$ cat src/hw/fifo_pkg.sv
`default_nettype none

package fifo_pkg;

   //////////////////////////////////////////////////
   // occupancy controller state
   //////////////////////////////////////////////////

   // the going states remember the last net change, push or pop
   typedef enum logic [1:0] {
      st_empty       = 2'b00,
      st_going_full  = 2'b01,
      st_going_empty = 2'b10,
      st_full        = 2'b11
   } fifo_state_t;

   //////////////////////////////////////////////////
   // status and pointer handshakes
   //////////////////////////////////////////////////

   typedef struct packed {
      logic empty;
      logic full;
      logic err;  // one cycle pulse on overflow, underflow or recovery
   } fifo_status_t;

   typedef struct packed {
      logic rd_en;
      logic wr_en;
      logic rd_clr;
      logic wr_clr;
   } ptr_ctrl_t;

   typedef struct packed {
      logic ptr_equal;
      logic wr_next_hits_rd;
      logic rd_next_hits_wr;
   } ptr_cmp_t;

endpackage

`default_nettype wire
$ cat src/hw/fifo_top.sv
`default_nettype none

module fifo_top #(
   parameter int data_width = 8,
   parameter int addr_width = 2
) (
   input  logic                    clk,
   input  logic                    reset,
   input  logic                    push,
   input  logic                    pop,
   input  logic [data_width-1:0]   wr_data,
   output logic [data_width-1:0]   rd_data,
   output fifo_pkg::fifo_status_t  status
);

   import fifo_pkg::*;

   ptr_ctrl_t             ctrl;
   ptr_cmp_t              cmp;
   logic [addr_width-1:0] rd_ptr;
   logic [addr_width-1:0] wr_ptr;

   //////////////////////////////////////////////////
   // occupancy controller
   //////////////////////////////////////////////////

   fifo_ctrl_fsm u_ctrl (
      .clk    (clk),
      .reset  (reset),
      .push   (push),
      .pop    (pop),
      .cmp    (cmp),
      .ctrl   (ctrl),
      .status (status)
   );

   //////////////////////////////////////////////////
   // pointers
   //////////////////////////////////////////////////

   fifo_ptr_unit #(
      .addr_width (addr_width)
   ) u_ptr (
      .clk    (clk),
      .reset  (reset),
      .ctrl   (ctrl),
      .rd_ptr (rd_ptr),
      .wr_ptr (wr_ptr),
      .cmp    (cmp)
   );

   //////////////////////////////////////////////////
   // storage
   //////////////////////////////////////////////////

   // an accepted push writes where the write pointer points before it advances
   fifo_mem #(
      .data_width (data_width),
      .addr_width (addr_width)
   ) u_mem (
      .clk     (clk),
      .wr_en   (ctrl.wr_en),
      .wr_addr (wr_ptr),
      .wr_data (wr_data),
      .rd_addr (rd_ptr),
      .rd_data (rd_data)
   );

endmodule

`default_nettype wire

$ cat src/hw/fifo_ctrl_fsm.sv
`default_nettype none

module fifo_ctrl_fsm (
   input  logic                    clk,
   input  logic                    reset,
   input  logic                    push,
   input  logic                    pop,
   input  fifo_pkg::ptr_cmp_t      cmp,
   output fifo_pkg::ptr_ctrl_t     ctrl,
   output fifo_pkg::fifo_status_t  status
);

   import fifo_pkg::*;

   fifo_state_t state;
   fifo_state_t state_next;
   logic        push_ok;
   logic        pop_ok;
   logic        recover;
   logic        err_next;

   //////////////////////////////////////////////////
   // acceptance
   //////////////////////////////////////////////////

   // acceptance depends on the current state alone and a pop frees the slot a push needs
   assign pop_ok  = pop && (state != st_empty);
   assign push_ok = push && ((state != st_full) || pop_ok);

   //////////////////////////////////////////////////
   // next state and pointer control
   //////////////////////////////////////////////////

   always_comb begin
      ctrl       = '0;
      state_next = state;
      err_next   = (push && !push_ok) || (pop && !pop_ok);

      // pointers that disagree with the state mean the registers are corrupt
      case (state)
         st_empty, st_full:             recover = !cmp.ptr_equal;
         st_going_full, st_going_empty: recover = cmp.ptr_equal;
         default:                       recover = 1'b1;
      endcase

      if (recover) begin
         ctrl.rd_clr = 1'b1;  // start over from an empty buffer
         ctrl.wr_clr = 1'b1;
         err_next    = 1'b1;
         state_next  = st_empty;
      end else begin
         ctrl.rd_en = pop_ok && !reset;  // no pointer moves while reset is held
         ctrl.wr_en = push_ok && !reset;
         if (push_ok && !pop_ok) begin
            // from empty the write pointer can never sit one behind the read one
            if ((state != st_empty) && cmp.wr_next_hits_rd) begin
               state_next = st_full;
            end else begin
               state_next = st_going_full;
            end
         end else if (pop_ok && !push_ok) begin
            if (cmp.rd_next_hits_wr) begin
               state_next = st_empty;
            end else begin
               state_next = st_going_empty;
            end
         end
         // push and pop together leave the occupancy where it was
      end
   end

   //////////////////////////////////////////////////
   // state and status registers
   //////////////////////////////////////////////////

   always_ff @(posedge clk) begin
      if (reset) begin
         state         <= st_empty;
         status.empty  <= 1'b1;
         status.full   <= 1'b0;
         status.err    <= 1'b0;
      end else begin
         state         <= state_next;
         status.empty  <= (state_next == st_empty);
         status.full   <= (state_next == st_full);
         status.err    <= err_next;  // high for the cycle after the bad strobe
      end
   end

endmodule

`default_nettype wire

$ cat src/hw/fifo_mem.sv
`default_nettype none

module fifo_mem #(
   parameter int data_width = 8,
   parameter int addr_width = 2
) (
   input  logic                    clk,
   input  logic                    wr_en,
   input  logic [addr_width-1:0]   wr_addr,
   input  logic [data_width-1:0]   wr_data,
   input  logic [addr_width-1:0]   rd_addr,
   output logic [data_width-1:0]   rd_data
);

   localparam int depth = 2 ** addr_width;

   logic [data_width-1:0] mem [depth];

   //////////////////////////////////////////////////
   // write port
   //////////////////////////////////////////////////

   always_ff @(posedge clk) begin
      if (wr_en) begin
         mem[wr_addr] <= wr_data;
      end
   end

   //////////////////////////////////////////////////
   // read port
   //////////////////////////////////////////////////

   // word at the read pointer shows without a clock, so the head falls through
   assign rd_data = mem[rd_addr];

endmodule

`default_nettype wire

$ cat src/hw/fifo_ptr_unit.sv
`default_nettype none

module fifo_ptr_unit #(
   parameter int addr_width = 2
) (
   input  logic                    clk,
   input  logic                    reset,
   input  fifo_pkg::ptr_ctrl_t     ctrl,
   output logic [addr_width-1:0]   rd_ptr,
   output logic [addr_width-1:0]   wr_ptr,
   output fifo_pkg::ptr_cmp_t      cmp
);

   logic [addr_width-1:0] rd_ptr_inc;
   logic [addr_width-1:0] wr_ptr_inc;

   // both pointers wrap on their own at the top of the address range
   assign rd_ptr_inc = rd_ptr + addr_width'(1);
   assign wr_ptr_inc = wr_ptr + addr_width'(1);

   //////////////////////////////////////////////////
   // pointer registers
   //////////////////////////////////////////////////

   // a clear wins over an advance in the same cycle
   always_ff @(posedge clk) begin
      if (reset || ctrl.rd_clr) begin
         rd_ptr <= '0;
      end else if (ctrl.rd_en) begin
         rd_ptr <= rd_ptr_inc;
      end
   end

   always_ff @(posedge clk) begin
      if (reset || ctrl.wr_clr) begin
         wr_ptr <= '0;
      end else if (ctrl.wr_en) begin
         wr_ptr <= wr_ptr_inc;
      end
   end

   //////////////////////////////////////////////////
   // pointer relations
   //////////////////////////////////////////////////

   // equal pointers alone cannot tell full from empty, the controller state
   // resolves that, and the next-position compares say when a single push or
   // pop is about to close the gap
   always_comb begin
      cmp.ptr_equal       = (rd_ptr == wr_ptr);
      cmp.wr_next_hits_rd = (wr_ptr_inc == rd_ptr);  // one push from full
      cmp.rd_next_hits_wr = (rd_ptr_inc == wr_ptr);  // one pop from empty
   end

endmodule

`default_nettype wire

$ cat config.mk
export PLATFORM = sky130hd
export DESIGN_NAME = fifo_top
export DESIGN_NICKNAME = d
export VERILOG_FILES = /design/src/hw/fifo_pkg.sv /design/src/hw/fifo_top.sv /design/src/hw/fifo_ctrl_fsm.sv /design/src/hw/fifo_mem.sv /design/src/hw/fifo_ptr_unit.sv
export SDC_FILE = /design/constraint.sdc
export NUM_CORES = 1
export LEC_CHECK = 0
export CORE_MARGIN = 10
export CORE_UTILIZATION = 30
export CTS_CLUSTER_SIZE = 28
export DETAILED_ROUTE_END_ITERATION = 10
export DONT_BUFFER_PORTS = 1
export PLACE_DENSITY_LB_ADDON = 0.12
export SLEW_MARGIN = 40
export SYNTH_ARGS = -nofsm -noshare
export SYNTH_HDL_FRONTEND = slang
export SYNTH_SLANG_ARGS = --single-unit
$ cat constraint.sdc
create_clock -name clk -period 1.73 [get_ports clk]
set_input_delay 0.4325 -clock clk [delete_from_list [all_inputs] [get_ports clk]]
set_output_delay 0.4325 -clock clk [all_outputs]
set_load 0.01 [all_outputs]
Word-level counts from Yosys, hierarchy flattened. Memory sizes are Yosys's and may differ from the RTL's. A register that Yosys moved wholly into a read port is not among the register bits. Index checks and enable logic that the tools add are counted.

Memory bits (writable): 32. Input bits: 12. Output and inout port bits: 11. Memories: 1. Register bits after elaboration: 9.

Add/sub/neg operators: 2. Mux-type cells: 13. Reductions and logical operators: 22. Equality and inequality tests: 8.

Memory list: u_mem.mem (words 4, bits a word 8, rd ports 1, clocked after Yosys merged registers in 1, wr ports 1, line fifo_mem.sv:17) `logic [data_width-1:0] mem [depth];`.

Operator list (number): 2-bit two-way mux (9); 1-bit logical AND (9); 2-bit == test (3); 2-bit == test, second input constant (3); 2-bit by 1-bit adder with 2-bit output, second input constant (2); 1-bit logical NOT (4); 2-bit logical NOT (2); 1-bit logical OR (4); 2-bit OR reduction (2); 1-bit two-way mux (3); 2-bit by 1-bit == test with 1-bit output, second input constant (1); 2-bit != test, second input constant (1); 1-bit one-hot mux with 2 select lines (1); 2-bit nonzero test (1).

Logic depth before layout (Yosys ltp). Gate-level depths: netlist of the first run.

Depth in word-level cells: 10. Mapped depth: 6. Gate-level depth less buffers: 6.

Cells and area by module. From an unflattened synthesis of the first run, not the netlist that was laid out.

Cells, all modules: 98. Area total of the unflattened synthesis: 1710.4 µm².

Modules (own cells, without submodules): fifo_mem (cells an instance 46, seq. area each 960.9 µm², times used 1, area an instance 1188.6 µm²); fifo_ctrl_fsm (cells an instance 32, seq. area each 100.1 µm², times used 1, area an instance 295.3 µm²); fifo_ptr_unit (cells an instance 20, seq. area each 80.1 µm², times used 1, area an instance 226.5 µm²).

Worst setup path before layout of the first run. No wires, ideal clock.

Kind: register to register. Start point: register u_ctrl.state[0]. End point: memory u_mem.mem[0][0] (enable). Required time: 1.398 ns. Arrival: 1.501 ns. Cell stages (with the launch flop): 6. Buffers on the path: 0. Path slack: -0.103 ns. Cells stage by stage: dfxtp_1 > inv_1 > ha_1 > nand2b_1 > a21boi_1 > and3_1.

Cells in the longest elaborated chain, start to end: 8.

RTL lines: start, declared (line fifo_ctrl_fsm.sv:15) `fifo_state_t state;`; start signal, assigned (line fifo_ctrl_fsm.sv:78) `state <= st_empty;`; start signal, assigned (line fifo_ctrl_fsm.sv:83) `state <= state_next;`; branches (longest 5 deep; another with 2-bit by 1-bit == test with 1-bit output); 2-bit two-way mux (*) (line fifo_ctrl_fsm.sv:46) `if (recover) begin`; 1-bit two-way mux (*) (line fifo_mem.sv:24) `if (wr_en) begin`; 1-bit two-way mux (not written as such) (*) (line fifo_mem.sv:25) `mem[wr_addr] <= wr_data;`; end, declared (line fifo_mem.sv:17).

Every way passes the cells marked *.

==> results of run 1 <==
==> state kept, by name (all words and copies together) (netlist names), named ones only <==
| name | cells |
|---|---|
| u_mem.mem | 32 |
| u_ctrl.status | 3 |
| u_ctrl.state | 2 |
| u_ptr.rd_ptr | 2 |
| u_ptr.wr_ptr | 2 |
==> timing repair <==
item	4_1_cts	5_1_grt
endpoints found under the hold margin	0	0
endpoints found under the setup margin	40	42
pin swaps	0	1
resized for setup	2	9
setup buffers	0	0
==> layer usage <==
| layer | share of wire [%] | global-route usage, % | up-vias | wire, um |
|---|---|---|---|---|
| met4 | 1.7 | 3.02 | 0 | 53 |
| met3 | 6.7 | 3.66 | 7 | 213 |
| met5 | 0 | 0 | - | 0 |
| met2 | 47 | 9.61 | 18 | 1510 |
| met1 | 45 | 8.72 | 444 | 1430 |
| li1 | - | - | 447 | - |
==> layout by cell type, fill, tap and decap left out, types with 2 or more instances in the layout <==
cell and n:
inv_1 4, clkbuf_8 5, dfxtp_2 4, and3_4 4, dfxtp_1 7, a21oi_1 2, ha_1 6, nand2_1 2
xnor2_1 3, nor2_1 8, mux4_2 8, edfxtp_1 32, buf_4 12, mux2i_1 2, xor2_1 3, nor2b_1 2
==> worst register-to-register path: stages, from the launching register on <==
cell and delay, ns:
dfxtp_1 0.34, inv_1 0.04, ha_1 0.32, nor2b_2 0.17, mux2_4 0.29, and3_4 0.23
==> area by class of cell <==
type                            instances  area (um^2)
Clock buffer                            5         68.8
Sequential cell                        43         1190
Fill cell                             568         3720
Multi-Input combinational cell         60          644
Tap cell                               75         93.8
Clock inverter                          3         42.5
Timing Repair Buffer                   13          110
Inverter                                4         15.0
==> final timing paths <==
path	slack (ns)	cells after the start	to
worst min-delay path	0.20	1	u_ctrl.status[0]
worst max register to register	0.10	5	u_mem.mem[2][5]
worst min register to register	0.62	2	flop
worst max-delay path	-0.02	2	rd_data[2]
==> logic make-up (layout without fill, tap and decap cells) <==
kind of cell | Yosys count | in the layout | synth area share, %
AO/OA/AOI/OAI | 10 | 10 | 4.28
multiplexers | 12 | 12 | 13.1
flip-flops | 43 | 43 | 65.1
AND/OR/NAND/NOR | 25 | 25 | 8.21
XOR/XNOR | 7 | 7 | 3.80
adder cells (fa/ha/maj) | 6 | 6 | 4.14
buffers and inverters | 6 | 25 | 1.31
==> power breakdown <==
part | switching, mW | internal (mW) | leakage (nW)
Combinational | 0.600 | 0.610 | 0.303
Sequential | 0.0887 | 1.27 | 0.381
Clock | 0.343 | 0.430 | 0.0562
==> flow_summary.yaml, run 1 <==
drt:
  wl_per_cell_um: 15.8
  antenna_left: 0
  via_count: 916
  dr.pass1.iters: 4
  totalWireLength_um: 3200
  dr.first_iter.drc_count: 16
  drcViolationCount: 0
  viasPerCell: 4.51
clock_network:
  insertion_delay_ns: 0.29
  cts.sink_count: 43
  cts_root_buf: "clkbuf_8"
  numCtsBuffers: 5
  hold_buffers: 0
  clockBufferDepth: 2
  clk_pin_slew_ns: 0.08
  htreeDepth: 2
  cts_tree: "done"
timing:
  tns_ns: -0.140
  grt_setup_unrepaired: "true"
  finalSetupViolations: 8
  period_minus_slack_ns: 1.75
  tightest_slew_ns: 0.376
  timing.fmax_mhz: 571
  setup_ws_ns: -0.0215
  finalCritPeriodShare_pct: 101
  hold_viol_final: 0
  relSlewSlack_pct: 74.4
  fin_skew_ns: 0.00477
  timing.hold.ws_ns: 0.195
  drv_slew: 0
die:
  coreArea_um2: 5890
  die_w_um: 97.7
  core.rowCount: 28
  pin_count: 23
  start_util_pct: 30.8
  dieArea_um2: 9550
  chipHeight_um: 97.7
setup_path:
  crit_chain: "buf_12, mux4_2"
  path_buf_inv: 1
  slowest_stage: "mux4_2"
  crit_family: "multiplexers"
  start_kind: "flop"
  cp_max_fo: 8
  crit_arrival_ns: 1.32
  path_class: "reg2out"
  cp.required_ns: 1.30
  endpoint_kind: "output port"
  worst_path_largest_cell_delay_ns: 0.55
  timing.rr.start: "u_ctrl.state[0]"
cells_and_area:
  fin_util_pct: 36.7
  stdcell_count: 203
  final_cell_area_um2: 2160
  area_growth_pct: 19.2
  final_layout_size_suffix_gt1_share_pct: 36.7
  diodes: 0
  fin_nets: 145
synthesis:
  synthCells: 109
  synth_top_cells_by_area: "edfxtp_1 (53%), dfxtp_1 (12%), mux4_2 (9.9%)"
  ys.warnings.count: 0
  avgSynthCellArea_um2: 16.6
  synth_edf_count: 32
  syn-cell-area_um2: 1810
  synth.distinct_cells: 33
  synthTopCellsByCount: "edfxtp_1 (32), dfxtp_1 (11), nor2_1 (9)"
  syn_nets: 127
  yosysTopAreaCell: "edfxtp_1"
  synth_most_common_cell: "edfxtp_1"
  synth_seq_cells: 43
  synth.yosys.seq_area_share_pct: 65.1
  async_flop_share_pct: 0
  yosysTopAreaCellShare_pct: 53.0
  dominantRegCellSynth: "edfxtp_1"
global_routing:
  grt_max_degree: 15
  gr-total-overflow: 0
  grt_pass1_wl_um: 5130
  track_usage_pct: 6.94
  grt_pass1_vias: 916
  antenna_found_initial: 0
flow_run:
  drv_cap: 0
pwr:
  p_per_area_nw_per_um2: 1550
  ir_drop_uv: 774
  finalPower_mw: 3.35
  p_leak_nw: 0.740
run_status:
  status: "finished with violations"
  violations: "negative setup slack"
hold_path:
  hold_start: "reset"
  hp-class: "in2reg"
placement:
  numPortBuffers: 0
  hpwl_um: 2380
  dp_slack_ns: -0.0283
  dpl-instance-area_um2: 2020
  place_inst: 195
  gp_congestion: 0.688
Power figures use the tool's default switching activity.
==> run 2: changes to the inputs <==
==> constraint.sdc (replaced) <==
create_clock -name clk -period 1.73 [get_ports clk]
set_input_delay 0.4325 -clock clk [delete_from_list [all_inputs] [get_ports clk]]
set_output_delay 0.4325 -clock clk [all_outputs]
set_load 0.1 [all_outputs]
==> flow_summary.yaml, run 2 (synthesis results as in run 1) <==
run_status:
  status: "finished with violations"
  violations: "negative setup slack"
setup_path:
  cp_max_fo: 8
  rrSetupSlack_ns: 0.07
  endpoint_kind: "output port"
  start_kind: "flop"
  cp.required_ns: 1.30
  rr_worst_depth: 5
  path_class: "reg2out"
  crit_arrival_ns: 1.50
cells_and_area:
  fin_util_pct: 39.9
  fin_nets: 156
  final_layout_size_suffix_gt1_share_pct: 41.0
  area_growth_pct: 29.5
  largest_reg_flops: 32
  reg_top3: "u_mem.mem: 32 flops, u_ctrl.status: 3 flops"
  final_cell_area_um2: 2350
  final_common_cell: "edfxtp_1"
  largest_register: "u_mem.mem"
  diodes: 0
  stdcell_count: 214
  final_cell_mix: "edfxtp_1 (32), buf_4 (14), buf_12 (10)"
drt:
  drcViolationCount: 0
  viasPerCell: 4.33
  wl_per_cell_um: 14.4
  via_count: 927
  dr.pass1.iters: 4
  totalWireLength_um: 3090
  antenna_left: 0
  dr.first_iter.drc_count: 25
timing:
  finalCritPeriodShare_pct: 112
  timing.fmax_mhz: 517
  tns_ns: -1.53
  tightest_slew_ns: 0.359
  relSlewSlack_pct: 75.6
  hold_viol_final: 0
  period_minus_slack_ns: 1.93
  fin_skew_ns: 0.00470
  finalSetupViolations: 8
  grt_setup_unrepaired: "true"
  setup_ws_ns: -0.204
  drv_slew: 0
clock_network:
  htreeDepth: 2
  cts_setup_buffers: 0
  cts_tree: "done"
  cts_root_buf: "clkbuf_8"
  clockBufferDepth: 2
  clk_pin_slew_ns: 0.08
  numCtsBuffers: 5
  insertion_delay_ns: 0.29
  hold_buffers: 0
  cts.sink_count: 43
die:
  pin_count: 23
  coreArea_um2: 5890
  chipHeight_um: 97.7
  dieArea_um2: 9550
  core.rowCount: 28
  start_util_pct: 30.8
  die_w_um: 97.7
pwr:
  ir_drop_uv: 767
  p_leak_nw: 0.826
  p_per_area_nw_per_um2: 1840
  finalPower_mw: 4.32
global_routing:
  grt_max_degree: 16
  gr-total-overflow: 0
  grt_pass1_vias: 1003
  track_usage_pct: 6.78
  grt_pass1_wl_um: 5100
  antenna_found_initial: 0
placement:
  place_inst: 206
  numPortBuffers: 0
  gp_congestion: 0.741
  hpwl_um: 2430
  dpl-instance-area_um2: 2210
hold_path:
  worstHoldPathCells: 1
  hp-class: "in2reg"
flow_run:
  drv_cap: 0
==> run 2: final timing paths <==
path / to / from
setup / recovery: rd_data[6] / flop
hold / removal: u_ctrl.status[0] / reset
setup reg to reg: u_mem.mem[1][0] / u_ctrl.state[1]
hold reg to reg: u_ptr.wr_ptr[0] / u_ptr.wr_ptr[0]
==> run 2: critical path, stage by stage, from the launching register on <==
cell	delay (ns)
dfxtp_2	0.34
buf_12	0.13
mux4_2	0.54
buf_12	0.19
==> run 2: timing repair <==
item                                    4_1_cts  5_1_grt
cloned                                        0        0
endpoints found under the setup margin       40       42
gates resized for setup                       5        3
==> run 2: metrics by stage <==
stage | hold slack (ns) | setup slack [ns]
global placement | 0.509 | 0.00748
floorplan | 0.502 | 0.0170
finish | 0.198 | -0.204
CTS | 0.189 | -0.229
detailed placement | 0.507 | -0.0355
global route | 0.186 | -0.264
==> run 2: power by group <==
group	leakage, nW	internal, mW	switching (mW)
registers	0.381	1.27	0.0729
logic	0.390	0.892	1.31
clock network	0.0548	0.434	0.340
==> run 2: routing by layer <==
| layer | global-route usage [%] | vias to the layer above | routed length, um |
|---|---|---|---|
| li1 | - | 468 | - |
| met1 | 7.74 | 435 | 1330 |
| met2 | 10.6 | 19 | 1520 |
| met3 | 3.17 | 5 | 203 |
| met4 | 3.02 | 0 | 44 |
| met5 | 0 | - | 0 |
==> run 2: area by class of cell <==
type | instances | area [um^2]
fillers | 545 | 3540
flip-flops and latches | 43 | 1180
multi-input cells | 60 | 634
repair buffers | 24 | 305
well taps | 75 | 93.8
clock buffers | 5 | 68.8
clock inverters | 3 | 46.3
inverters | 4 | 15.0
